--- src/common/rv_isa_pkg.sv ---
//////////////////////////////////////////////////////////////////////
// RV32I instruction set definitions
// major opcodes, branch funct3 codes, ALU operations and the
// immediate decoders for the I, S, B, U and J formats
//////////////////////////////////////////////////////////////////////

package rv_isa_pkg;

  // data path width, RV32 only
  localparam int unsigned XLEN = 32;

  // major opcodes kept by this core
  typedef enum logic [6:0] {
    OP     = 7'b0110011,
    OP_IMM = 7'b0010011,
    LUI    = 7'b0110111,
    AUIPC  = 7'b0010111,
    LOAD   = 7'b0000011,
    STORE  = 7'b0100011,
    BRANCH = 7'b1100011,
    JAL    = 7'b1101111,
    JALR   = 7'b1100111
  } opc_t;

  // branch conditions, unsigned variants not supported
  typedef enum logic [2:0] {
    BEQ = 3'b000,
    BNE = 3'b001,
    BLT = 3'b100,
    BGE = 3'b101
  } fn3_br_t;

  typedef enum logic [2:0] {
    ADD,
    SUB,
    AND,
    OR,
    XOR,
    SLT,
    SLTU,
    PASS_B
  } alu_op_t;

  // sign extended immediates
  function automatic logic [XLEN-1:0] imm_i(input logic [31:0] ins);
    return {{20{ins[31]}}, ins[31:20]};
  endfunction

  function automatic logic [XLEN-1:0] imm_s(input logic [31:0] ins);
    return {{20{ins[31]}}, ins[31:25], ins[11:7]};
  endfunction

  function automatic logic [XLEN-1:0] imm_b(input logic [31:0] ins);
    return {{19{ins[31]}}, ins[31], ins[7], ins[30:25], ins[11:8], 1'b0};
  endfunction

  function automatic logic [XLEN-1:0] imm_u(input logic [31:0] ins);
    return {ins[31:12], 12'h000};
  endfunction

  function automatic logic [XLEN-1:0] imm_j(input logic [31:0] ins);
    return {{11{ins[31]}}, ins[31], ins[19:12], ins[20], ins[30:21], 1'b0};
  endfunction

endpackage

--- src/common/core_bus_pkg.sv ---
//////////////////////////////////////////////////////////////////////
// core bus and control types
// request and response payloads of the valid/ready buses,
// write-back source select and the decoded instruction control
//////////////////////////////////////////////////////////////////////

package core_bus_pkg;

  import rv_isa_pkg::*;

  // write-back source
  typedef enum logic [1:0] {
    WB_ALU,
    WB_LSU,
    WB_PC4,
    WB_NONE
  } wb_sel_t;

  // decoded instruction control
  typedef struct packed {
    opc_t            opc;
    alu_op_t         alu_op;
    // operand A from pc instead of rs1
    logic            a_pc;
    // operand B from immediate instead of rs2
    logic            b_imm;
    fn3_br_t         br_fn3;
    logic [4:0]      rs1;
    logic [4:0]      rs2;
    logic [4:0]      rd;
    logic [XLEN-1:0] imm;
    wb_sel_t         wb_sel;
  } dec_t;

  // bus request, byte enables kept for a full word
  typedef struct packed {
    logic            wen;
    logic [XLEN-1:0] adr;
    logic [XLEN-1:0] wdt;
    logic [3:0]      ben;
  } bus_req_t;

  // bus response, valid the cycle after the transfer
  typedef struct packed {
    logic [XLEN-1:0] rdt;
    logic            err;
  } bus_rsp_t;

endpackage

--- src/hdl/core_gpr.sv ---
//////////////////////////////////////////////////////////////////////
// general purpose register file
// 32 x XLEN, two asynchronous reads, one synchronous write,
// x0 reads as zero
//////////////////////////////////////////////////////////////////////

`timescale 1ns/10ps

module core_gpr (
  input  logic                         clk,
  input  logic                         rst,
  input  logic [4:0]                   rs1_adr,
  input  logic [4:0]                   rs2_adr,
  input  logic                         rd_en,
  input  logic [4:0]                   rd_adr,
  input  logic [rv_isa_pkg::XLEN-1:0]  rd_dat,
  output logic [rv_isa_pkg::XLEN-1:0]  rs1_dat,
  output logic [rv_isa_pkg::XLEN-1:0]  rs2_dat
);

  import rv_isa_pkg::*;

  logic [XLEN-1:0] gpr_q [0:31];

  // all entries cleared at reset
  // entry 0 is never written
  always_ff @(posedge clk or posedge rst) begin
    if (rst) begin
      for (int i = 0; i < 32; i++) begin
        gpr_q[i] <= '0;
      end
    end else if (rd_en && rd_adr != 5'd0) begin
      gpr_q[rd_adr] <= rd_dat;
    end
  end

  // x0 forced to zero on the read side
  assign rs1_dat = (rs1_adr == 5'd0) ? '0 : gpr_q[rs1_adr];
  assign rs2_dat = (rs2_adr == 5'd0) ? '0 : gpr_q[rs2_adr];

endmodule

--- src/hdl/core_alu.sv ---
//////////////////////////////////////////////////////////////////////
// arithmetic logic unit
// operand select, integer ops, a 33 bit sum side output shared by
// address/target math, set-less-than and the branch comparator
//////////////////////////////////////////////////////////////////////

`timescale 1ns/10ps

module core_alu (
  input  core_bus_pkg::dec_t           ctl,
  input  logic [rv_isa_pkg::XLEN-1:0]  pc,
  input  logic [rv_isa_pkg::XLEN-1:0]  rs1,
  input  logic [rv_isa_pkg::XLEN-1:0]  rs2,
  output logic [rv_isa_pkg::XLEN-1:0]  rd,
  output logic [rv_isa_pkg::XLEN:0]    sum,
  output logic                         tkn
);

  import rv_isa_pkg::*;

  logic [XLEN-1:0] op_a;
  logic [XLEN-1:0] op_b;
  logic [XLEN:0]   ext_a;
  logic [XLEN:0]   ext_b;
  logic            sgn;
  logic            sub;

  // operand muxes
  assign op_a = ctl.a_pc  ? pc      : rs1;
  assign op_b = ctl.b_imm ? ctl.imm : rs2;

  // signed compare extends by sign, otherwise by zero
  assign sgn = (ctl.alu_op == SLT);
  assign sub = ctl.alu_op inside {SUB, SLT, SLTU};

  assign ext_a = {sgn & op_a[XLEN-1], op_a};
  assign ext_b = {sgn & op_b[XLEN-1], op_b};

  // msb of a difference is the less-than flag
  assign sum = sub ? (ext_a - ext_b) : (ext_a + ext_b);

  always_comb begin
    case (ctl.alu_op)
      ADD, SUB : rd = sum[XLEN-1:0];
      AND      : rd = op_a & op_b;
      OR       : rd = op_a | op_b;
      XOR      : rd = op_a ^ op_b;
      SLT, SLTU: rd = {{(XLEN-1){1'b0}}, sum[XLEN]};
      PASS_B   : rd = op_b;
      default  : rd = sum[XLEN-1:0];
    endcase
  end

  //////////////////////////////////////////////////////////////////////
  // branch condition
  //////////////////////////////////////////////////////////////////////

  always_comb begin
    tkn = 1'b0;
    if (ctl.opc == BRANCH) begin
      case (ctl.br_fn3)
        BEQ    : tkn = ~(|sum[XLEN-1:0]);
        BNE    : tkn =   |sum[XLEN-1:0];
        BLT    : tkn =    sum[XLEN];
        BGE    : tkn =   ~sum[XLEN];
        default: tkn = 1'b0;
      endcase
    end
  end

endmodule

--- src/hdl/core_idu.sv ---
//////////////////////////////////////////////////////////////////////
// instruction decoder
// 32 bit RV32I subset into the control struct, anything outside the
// subset becomes a no-op without register write
//////////////////////////////////////////////////////////////////////

`timescale 1ns/10ps

module core_idu (
  input  logic [31:0]         ins,
  output core_bus_pkg::dec_t  ctl
);

  import rv_isa_pkg::*;
  import core_bus_pkg::*;

  opc_t       opc;
  logic [2:0] fn3;
  logic [6:0] fn7;

  assign opc = opc_t'(ins[6:0]);
  assign fn3 = ins[14:12];
  assign fn7 = ins[31:25];

  always_comb begin
    logic vld;
    vld        = 1'b1;
    ctl.opc    = opc;
    ctl.alu_op = ADD;
    ctl.a_pc   = 1'b0;
    ctl.b_imm  = 1'b0;
    ctl.br_fn3 = fn3_br_t'(fn3);
    ctl.rs1    = ins[19:15];
    ctl.rs2    = ins[24:20];
    ctl.rd     = ins[11:7];
    ctl.imm    = imm_i(ins);
    ctl.wb_sel = WB_NONE;
    case (opc)
      // register-register, funct7 picks SUB
      OP: begin
        ctl.wb_sel = WB_ALU;
        case (fn3)
          3'b000 : ctl.alu_op = fn7[5] ? SUB : ADD;
          3'b010 : ctl.alu_op = SLT;
          3'b011 : ctl.alu_op = SLTU;
          3'b100 : ctl.alu_op = XOR;
          3'b110 : ctl.alu_op = OR;
          3'b111 : ctl.alu_op = AND;
          default: vld = 1'b0;
        endcase
        if (fn7 != 7'b0000000 && !(fn7 == 7'b0100000 && fn3 == 3'b000)) begin
          vld = 1'b0;
        end
      end
      OP_IMM: begin
        ctl.b_imm  = 1'b1;
        ctl.wb_sel = WB_ALU;
        case (fn3)
          3'b000 : ctl.alu_op = ADD;
          3'b010 : ctl.alu_op = SLT;
          3'b100 : ctl.alu_op = XOR;
          3'b110 : ctl.alu_op = OR;
          3'b111 : ctl.alu_op = AND;
          default: vld = 1'b0;
        endcase
      end
      LUI: begin
        ctl.alu_op = PASS_B;
        ctl.b_imm  = 1'b1;
        ctl.imm    = imm_u(ins);
        ctl.wb_sel = WB_ALU;
      end
      AUIPC: begin
        ctl.a_pc   = 1'b1;
        ctl.b_imm  = 1'b1;
        ctl.imm    = imm_u(ins);
        ctl.wb_sel = WB_ALU;
      end
      // word accesses only
      LOAD: begin
        ctl.b_imm  = 1'b1;
        ctl.wb_sel = WB_LSU;
        vld        = (fn3 == 3'b010);
      end
      STORE: begin
        ctl.b_imm = 1'b1;
        ctl.imm   = imm_s(ins);
        vld       = (fn3 == 3'b010);
      end
      // compare through subtract, signed for BLT/BGE
      BRANCH: begin
        ctl.alu_op = fn3[2] ? SLT : SUB;
        ctl.imm    = imm_b(ins);
        vld        = (fn3[1] == 1'b0);
      end
      JAL: begin
        ctl.a_pc   = 1'b1;
        ctl.b_imm  = 1'b1;
        ctl.imm    = imm_j(ins);
        ctl.wb_sel = WB_PC4;
      end
      JALR: begin
        ctl.b_imm  = 1'b1;
        ctl.wb_sel = WB_PC4;
        vld        = (fn3 == 3'b000);
      end
      default: vld = 1'b0;
    endcase
    // harmless no-op, no memory access and no write
    if (!vld) begin
      ctl.opc    = OP_IMM;
      ctl.wb_sel = WB_NONE;
    end
  end

endmodule

--- src/hdl/core_lsu.sv ---
//////////////////////////////////////////////////////////////////////
// load/store unit
// aligned word requests on the data bus during execute, done
// pulse in the response cycle
//////////////////////////////////////////////////////////////////////

`timescale 1ns/10ps

module core_lsu (
  input  logic                         clk,
  input  logic                         rst,
  input  core_bus_pkg::dec_t           ctl,
  input  logic                         exe_vld,
  input  logic [rv_isa_pkg::XLEN-1:0]  rs1,
  input  logic [rv_isa_pkg::XLEN-1:0]  rs2,
  input  logic                         lsu_rdy,
  input  core_bus_pkg::bus_rsp_t       lsu_rsp,
  output logic                         lsu_vld,
  output core_bus_pkg::bus_req_t       lsu_req,
  output logic [rv_isa_pkg::XLEN-1:0]  rdt,
  output logic                         done
);

  import rv_isa_pkg::*;

  logic [XLEN-1:0] adr;

  // base plus I or S immediate, decoder picked the format
  assign adr = rs1 + ctl.imm;

  // request held until rdy, exe_vld drops after the transfer
  assign lsu_vld = exe_vld && (ctl.opc == LOAD || ctl.opc == STORE);

  assign lsu_req = '{wen: (ctl.opc == STORE), adr: adr, wdt: rs2, ben: 4'hf};

  // response cycle marker
  always_ff @(posedge clk or posedge rst) begin
    if (rst) begin
      done <= 1'b0;
    end else begin
      done <= lsu_vld & lsu_rdy;
    end
  end

  // memory keeps rdt until the next data transfer
  assign rdt = lsu_rsp.rdt;

  a_adr_align : assert property (@(posedge clk) disable iff (rst)
    lsu_vld |-> (lsu_req.adr[1:0] == 2'b00));

  a_req_hold : assert property (@(posedge clk) disable iff (rst)
    (lsu_vld && !lsu_rdy) |=> (lsu_vld && $stable(lsu_req)));

endmodule

--- src/core/core_ctl.sv ---
//////////////////////////////////////////////////////////////////////
// core control
// run flag, program counter, fetch requests, stall from both
// buses, next PC select and write-back select
//////////////////////////////////////////////////////////////////////

`timescale 1ns/10ps

module core_ctl #(
  parameter logic [rv_isa_pkg::XLEN-1:0] RST_ADR = '0
) (
  input  logic                         clk,
  input  logic                         rst,
  input  logic                         ifu_rdy,
  input  core_bus_pkg::bus_rsp_t       ifu_rsp,
  input  core_bus_pkg::dec_t           ctl,
  input  logic [rv_isa_pkg::XLEN-1:0]  alu_rd,
  input  logic [rv_isa_pkg::XLEN:0]    alu_sum,
  input  logic                         tkn,
  input  logic [rv_isa_pkg::XLEN-1:0]  lsu_rdt,
  input  logic                         lsu_done,
  input  logic                         lsu_vld,
  input  logic                         lsu_rdy,
  output logic                         ifu_vld,
  output core_bus_pkg::bus_req_t       ifu_req,
  output logic [31:0]                  ins,
  output logic                         exe_vld,
  output logic [rv_isa_pkg::XLEN-1:0]  pc,
  output logic                         wb_en,
  output logic [4:0]                   wb_adr,
  output logic [rv_isa_pkg::XLEN-1:0]  wb_dat
);

  import rv_isa_pkg::*;
  import core_bus_pkg::*;

  logic            run;
  logic            ins_vld;
  // data phase of the current load/store finished
  logic            mem_ack;
  logic            mem_ins;
  logic            stall;
  logic            ret_exe;
  logic [XLEN-1:0] pc_inc;
  logic [XLEN-1:0] pcn;

  //////////////////////////////////////////////////////////////////////
  // fetch
  //////////////////////////////////////////////////////////////////////

  always_ff @(posedge clk or posedge rst) begin
    if (rst) begin
      run     <= 1'b0;
      ins_vld <= 1'b0;
      mem_ack <= 1'b0;
    end else begin
      run     <= 1'b1;
      ins_vld <= ins_vld | (ifu_vld & ifu_rdy);
      mem_ack <= (lsu_done | mem_ack) & ~(ifu_vld & ifu_rdy);
    end
  end

  assign mem_ins = ins_vld && (ctl.opc == LOAD || ctl.opc == STORE);

  // load/store holds off the next fetch until its data phase is over
  assign ifu_vld = run & ~(mem_ins & ~(lsu_done | mem_ack));
  assign exe_vld = ins_vld & ~lsu_done & ~mem_ack;

  assign stall = (ifu_vld & ~ifu_rdy) | (lsu_vld & ~lsu_rdy);

  assign ifu_req = '{wen: 1'b0, adr: pcn, wdt: '0, ben: 4'hf};
  assign ins     = ifu_rsp.rdt;

  //////////////////////////////////////////////////////////////////////
  // program counter
  //////////////////////////////////////////////////////////////////////

  always_ff @(posedge clk or posedge rst) begin
    if (rst) begin
      pc <= RST_ADR;
    end else if (ifu_vld && !stall) begin
      pc <= pcn;
    end
  end

  assign pc_inc = pc + XLEN'(4);

  // first fetch goes to pc itself
  always_comb begin
    if (!ins_vld) begin
      pcn = pc;
    end else begin
      case (ctl.opc)
        JAL, JALR: pcn = {alu_sum[XLEN-1:1], 1'b0};
        BRANCH   : pcn = tkn ? (pc + ctl.imm) : pc_inc;
        default  : pcn = pc_inc;
      endcase
    end
  end

  //////////////////////////////////////////////////////////////////////
  // write back
  //////////////////////////////////////////////////////////////////////

  // non-memory ops retire with the next fetch, loads with the response
  assign ret_exe = ins_vld & ~mem_ins & ifu_vld & ~stall;
  assign wb_en   = (ret_exe & (ctl.wb_sel == WB_ALU || ctl.wb_sel == WB_PC4)) |
                   (lsu_done & (ctl.wb_sel == WB_LSU));
  assign wb_adr  = ctl.rd;

  always_comb begin
    case (ctl.wb_sel)
      WB_LSU : wb_dat = lsu_rdt;
      WB_PC4 : wb_dat = pc_inc;
      default: wb_dat = alu_rd;
    endcase
  end

  a_pc_align : assert property (@(posedge clk) disable iff (rst)
    pc[1:0] == 2'b00);

  a_req_hold : assert property (@(posedge clk) disable iff (rst)
    (ifu_vld && !ifu_rdy) |=> (ifu_vld && $stable(ifu_req)));

endmodule

--- src/core/core_top.sv ---
//////////////////////////////////////////////////////////////////////
// RV32I core top level
// control, decoder, register file, ALU and load/store unit on an
// instruction fetch port and a load/store port
//////////////////////////////////////////////////////////////////////

`timescale 1ns/10ps

module core_top #(
  parameter logic [rv_isa_pkg::XLEN-1:0] RST_ADR = '0
) (
  input  logic                    clk,
  input  logic                    rst,
  // instruction fetch
  output logic                    ifu_vld,
  output core_bus_pkg::bus_req_t  ifu_req,
  input  logic                    ifu_rdy,
  input  core_bus_pkg::bus_rsp_t  ifu_rsp,
  // load/store
  output logic                    lsu_vld,
  output core_bus_pkg::bus_req_t  lsu_req,
  input  logic                    lsu_rdy,
  input  core_bus_pkg::bus_rsp_t  lsu_rsp
);

  import rv_isa_pkg::*;
  import core_bus_pkg::*;

  dec_t            idu_ctl;
  logic [31:0]     ins;
  logic            exe_vld;
  logic [XLEN-1:0] pc;
  logic [XLEN-1:0] gpr_rs1;
  logic [XLEN-1:0] gpr_rs2;
  logic [XLEN-1:0] alu_rd;
  logic [XLEN:0]   alu_sum;
  logic            alu_tkn;
  logic [XLEN-1:0] lsu_rdt;
  logic            lsu_done;
  logic            wb_en;
  logic [4:0]      wb_adr;
  logic [XLEN-1:0] wb_dat;

  core_ctl #(
    .RST_ADR  (RST_ADR)
  ) core_ctl_i (
    .clk      (clk),
    .rst      (rst),
    .ifu_rdy  (ifu_rdy),
    .ifu_rsp  (ifu_rsp),
    .ctl      (idu_ctl),
    .alu_rd   (alu_rd),
    .alu_sum  (alu_sum),
    .tkn      (alu_tkn),
    .lsu_rdt  (lsu_rdt),
    .lsu_done (lsu_done),
    .lsu_vld  (lsu_vld),
    .lsu_rdy  (lsu_rdy),
    .ifu_vld  (ifu_vld),
    .ifu_req  (ifu_req),
    .ins      (ins),
    .exe_vld  (exe_vld),
    .pc       (pc),
    .wb_en    (wb_en),
    .wb_adr   (wb_adr),
    .wb_dat   (wb_dat)
  );

  core_idu core_idu_i (
    .ins      (ins),
    .ctl      (idu_ctl)
  );

  // read addresses straight from the decoder
  core_gpr core_gpr_i (
    .clk      (clk),
    .rst      (rst),
    .rs1_adr  (idu_ctl.rs1),
    .rs2_adr  (idu_ctl.rs2),
    .rd_en    (wb_en),
    .rd_adr   (wb_adr),
    .rd_dat   (wb_dat),
    .rs1_dat  (gpr_rs1),
    .rs2_dat  (gpr_rs2)
  );

  core_alu core_alu_i (
    .ctl      (idu_ctl),
    .pc       (pc),
    .rs1      (gpr_rs1),
    .rs2      (gpr_rs2),
    .rd       (alu_rd),
    .sum      (alu_sum),
    .tkn      (alu_tkn)
  );

  core_lsu core_lsu_i (
    .clk      (clk),
    .rst      (rst),
    .ctl      (idu_ctl),
    .exe_vld  (exe_vld),
    .rs1      (gpr_rs1),
    .rs2      (gpr_rs2),
    .lsu_rdy  (lsu_rdy),
    .lsu_rsp  (lsu_rsp),
    .lsu_vld  (lsu_vld),
    .lsu_req  (lsu_req),
    .rdt      (lsu_rdt),
    .done     (lsu_done)
  );

endmodule

--- config.mk ---
export PLATFORM = sky130hd
export DESIGN_NAME = core_top
export DESIGN_NICKNAME = d
export VERILOG_FILES = /design/src/common/rv_isa_pkg.sv /design/src/common/core_bus_pkg.sv /design/src/hdl/core_gpr.sv /design/src/hdl/core_alu.sv /design/src/hdl/core_idu.sv /design/src/hdl/core_lsu.sv /design/src/core/core_ctl.sv /design/src/core/core_top.sv
export SDC_FILE = /design/constraint.sdc
export NUM_CORES = 2
export LEC_CHECK = 0
export BUFFER_PORTS_ARGS = -buffer_cell sky130_fd_sc_hd__buf_2
export CAP_MARGIN = 20
export CORE_ASPECT_RATIO = 1.75
export CORE_MARGIN = 3
export CORE_UTILIZATION = 41
export CTS_CLUSTER_DIAMETER = 40
export DETAILED_ROUTE_END_ITERATION = 16
export PLACE_DENSITY_LB_ADDON = 0.2
export SYNTH_ARGS = -nofsm -noshare
export SYNTH_HDL_FRONTEND = slang
export SYNTH_HIERARCHICAL = 1
export SYNTH_SLANG_ARGS = --single-unit
export TNS_END_PERCENT = 10
--- constraint.sdc ---
create_clock -name clk -period 28.9 [get_ports clk]
set_input_delay 1.445 -clock clk [delete_from_list [all_inputs] [get_ports clk]]
set_output_delay 1.445 -clock clk [all_outputs]
set_load 0.01 [all_outputs]
==> run summary <==
Least-Margin Pin Slew -> 1.23 ns
r2r startpoint -> core_gpr_i/gpr_q[448]
Die Span Y -> 550 µm
drt pass-1 iters -> 6
worst min-delay path class -> flip-flop to flip-flop
first-pass GRT wire length -> 393000 µm
adder-cell share of the synthesized area -> 3.02%
Area contributors post-synth -> dfrtp_1 38%, mux2_2 17%, mux4_2 13%
# port buffers -> 166
Worst EP required -> 27.45 ns
max-capacitance violation count -> 0
core area -> 0.168 mm²
arrival time at the worst endpoint -> 14.00 ns
outcome -> complete, no violations
post-synth top area share -> 38.2%
DRT iter0 DRCs -> 3921
DRT Wirelength -> 278000 µm
count leader, synth -> dfrtp_1
Achievable Freq -> 0.0648 GHz
mux cell area share after synthesis -> 34.8%
hold buffers post-CTS -> 0
GR Util All Layers -> 31.6%
max_slew headroom -> 17.5%
Netlist cell types -> 125
fin area -> 0.0757 mm²
final cycle utilization of the critical path -> 53.4%
antenna violations before repair -> 27
Clock H-tree levels -> 3
vias per inst -> 6.48
Synth top cells by count -> 1060 x dfrtp_1, 1044 x mux2_2, 397 x mux4_2
Post-route DRC -> 0
post-CTS sizing -> 0
Clock Latency Late Sink -> 0.75 ns
Sum Neg Setup Slack -> 0 ns
EDFF count, synth -> 0
Synth Register Bits -> 1060
met2 global-route usage -> 53.5%
share of total power in sequential cells -> 38.3%
CP dominant cell by count -> buf_4
RD Place Congestion -> 0.999
Longest Clk Path Bufs -> 3
Lkg Pwr -> 34.9 nW
CP Max Fanout -> 42
TritonCTS clock tree -> yes
total net switching power -> 1.30 mW
hold endpoint -> core_gpr_i/gpr_q[1019]
grt met3 use -> 7.89%
Comb pwr share -> 21.3%
Post-Syn Instances -> 5796
Slew Viols, Final -> 0
R2R Path End -> core_ctl_i/pc[29]
root cell of the clock tree -> clkbuf_16
CP max stage cell -> and2_1
Main synth FF type -> dfrtp_1
gr busiest metal -> met2
Starting Density -> 41.3%
largest net degree at the start of global routing -> 177
Final Power -> 3.93 mW
Post CTS Setup Buffer Count -> 0
hold_ws -> 0.400 ns
area delta synth->final -> 8.98%
largest family of logic cells by synthesized area -> multiplexers
gr ovfl total -> 0
PwrDens -> 52.0 mW/mm²
switching share of total power -> 33.1%
Clock Power Share -> 40.3%
final hold vios -> 0
Min Clock Period, post-route -> 15.44 ns
Num CTS Buffers -> 112
YS warnings -> 6
clk sink count -> 1060
placed inst area -> 0.0714 mm²
Post-Syn Area -> 0.0694 mm²
Avg Synthesized Cell Area -> 12.0 µm²
async set-or-reset flop fraction in the synthesized netlist -> 100%
sequential share of the synthesized area -> 38.2%
hpwl dp -> 185000 µm
Setup violations, final -> 0
ANT nets after route -> 0
num ports -> 210
routed length per instance -> 35.0 µm
Peak VDD IR -> 0.0534 mV
met1 usage -> 32.4%
Reg2Reg Setup Slack -> 16.88 ns
Rows -> 199
XOR/XNOR share of the synthesized area -> 1.59%
unrepaired setup endpoints after global routing -> false
compound-gate portion of the synthesized area -> 9.83%
Register-to-Register Path Depth -> 31
kind of critical path -> input port to output port
clock skew -> 0.0512 ns
hold path depth -> 0
die area -> 0.175 mm²
share of cells above drive strength 1 -> 38.4%
Hold Startpoint -> core_gpr_i/gpr_q[1019]
Die X -> 317 µm
P_int -> 2.63 mW
DR vias -> 51440
fin nets -> 5856
CP max stage delay -> 0.96 ns
Simple-Gate Fraction of Synth Area -> 6.27%
startpoint types -> input port
vias in the first global route -> 53324
Synth area leader -> dfrtp_1
CTS clock-pin slew for the worst setup and hold paths -> 0.06 ns
CP Capture Type -> output port
## how the worst max path moves through the flow
| stage | start | to | slack (ns) | cells after the start |
|---|---|---|---|---|
| global route | ifu_rsp[22] | ifu_req[65] | 13.66 | 36 |
| global placement | ifu_rsp[21] | ifu_req[61] | 13.98 | 33 |
| finish | ifu_rsp[22] | ifu_req[65] | 13.46 | 36 |
| detailed placement | ifu_rsp[22] | ifu_req[61] | 13.97 | 32 |
| CTS | ifu_rsp[21] | ifu_req[61] | 13.94 | 33 |
| floorplan | rst | core_gpr_i/gpr_q[0] | 13.34 | 1 |
## area by class of cell
class                   count  area (µm²)
diodes                     15        37.5
well taps                2211        2770
clock inverters            62         903
fillers                 15570       92400
repair buffers            377        2610
inverters                 103         390
clock buffers             147        3140
multi-input cells        3966       39300
flip-flops and latches   1060       26500
## power groups by stage
stage          clock network [mW]  registers [mW]  logic, mW
4_1_cts                      1.61            1.51      0.808
3_5_place_dp                    0            1.54      0.805
6_report                     1.59            1.51      0.840
5_1_grt                      1.67            1.51      0.890
2_1_floorplan                   0            1.53      0.513
3_3_place_gp                    0            1.54      0.800
## through the flow
step                instances  util [%]  setup slack, ns
floorplan                5836         -            13.34
global placement         7704      42.5            13.98
detailed placement       7706      42.5            13.97
CTS                      7915      44.9            13.94
global route             7931      45.0            13.66
finish                   7941      45.0            13.46
## flip-flops by register name, indices dropped and copies added (netlist names)
register	cells
core_ctl_i/ins_vld	1
core_ctl_i/run	1
core_ctl_i/mem_ack	1
core_lsu_i/done	1
core_gpr_i/gpr_q	1024
core_ctl_i/pc	32
## cells in the final DEF, fill, tap and decap left out, types with 51 or more instances in the layout
cell          n
dfrtp_1    1059
o21ai_0      89
a21oi_1     212
buf_2       161
clkbuf_16   112
buf_4       195
nor2_1      214
inv_1        98
nand2_1     189
a211oi_1     59
mux2i_1     340
nor2b_1      54
xnor2_1      88
o22ai_1      61
mux4_2      397
ha_1        162
a21o_1       56
mux2_2     1044
nor3_1       51
a22oi_1     119
nand3_1      70
## kinds of logic after synthesis
logic type,count (synthesis)
AO/OA/AOI/OAI,979
XOR/XNOR,126
adder cells (fa/ha/maj),166
buffers and inverters,810
flip-flops,1060
multiplexers,1788
other,4
AND/OR/NAND/NOR,863
## routing by layer
metal	wire length, µm	vias to the layer above
met5	80	-
met4	30200	12
met3	20400	1062
met2	136000	2375
met1	91400	26646
li1	-	21345
## worst max-delay path: cells and delay by family
kind / cells / cell delay [ns]
AND/OR/NAND/NOR: 14 / 6.25
buffers and inverters: 8 / 2.81
AO/OA/AOI/OAI: 9 / 1.88
adder cells (fa/ha/maj): 2 / 0.62
multiplexers: 2 / 0.56
XOR/XNOR: 1 / 0.16
No activity file was read; power rests on OpenSTA's default activity.
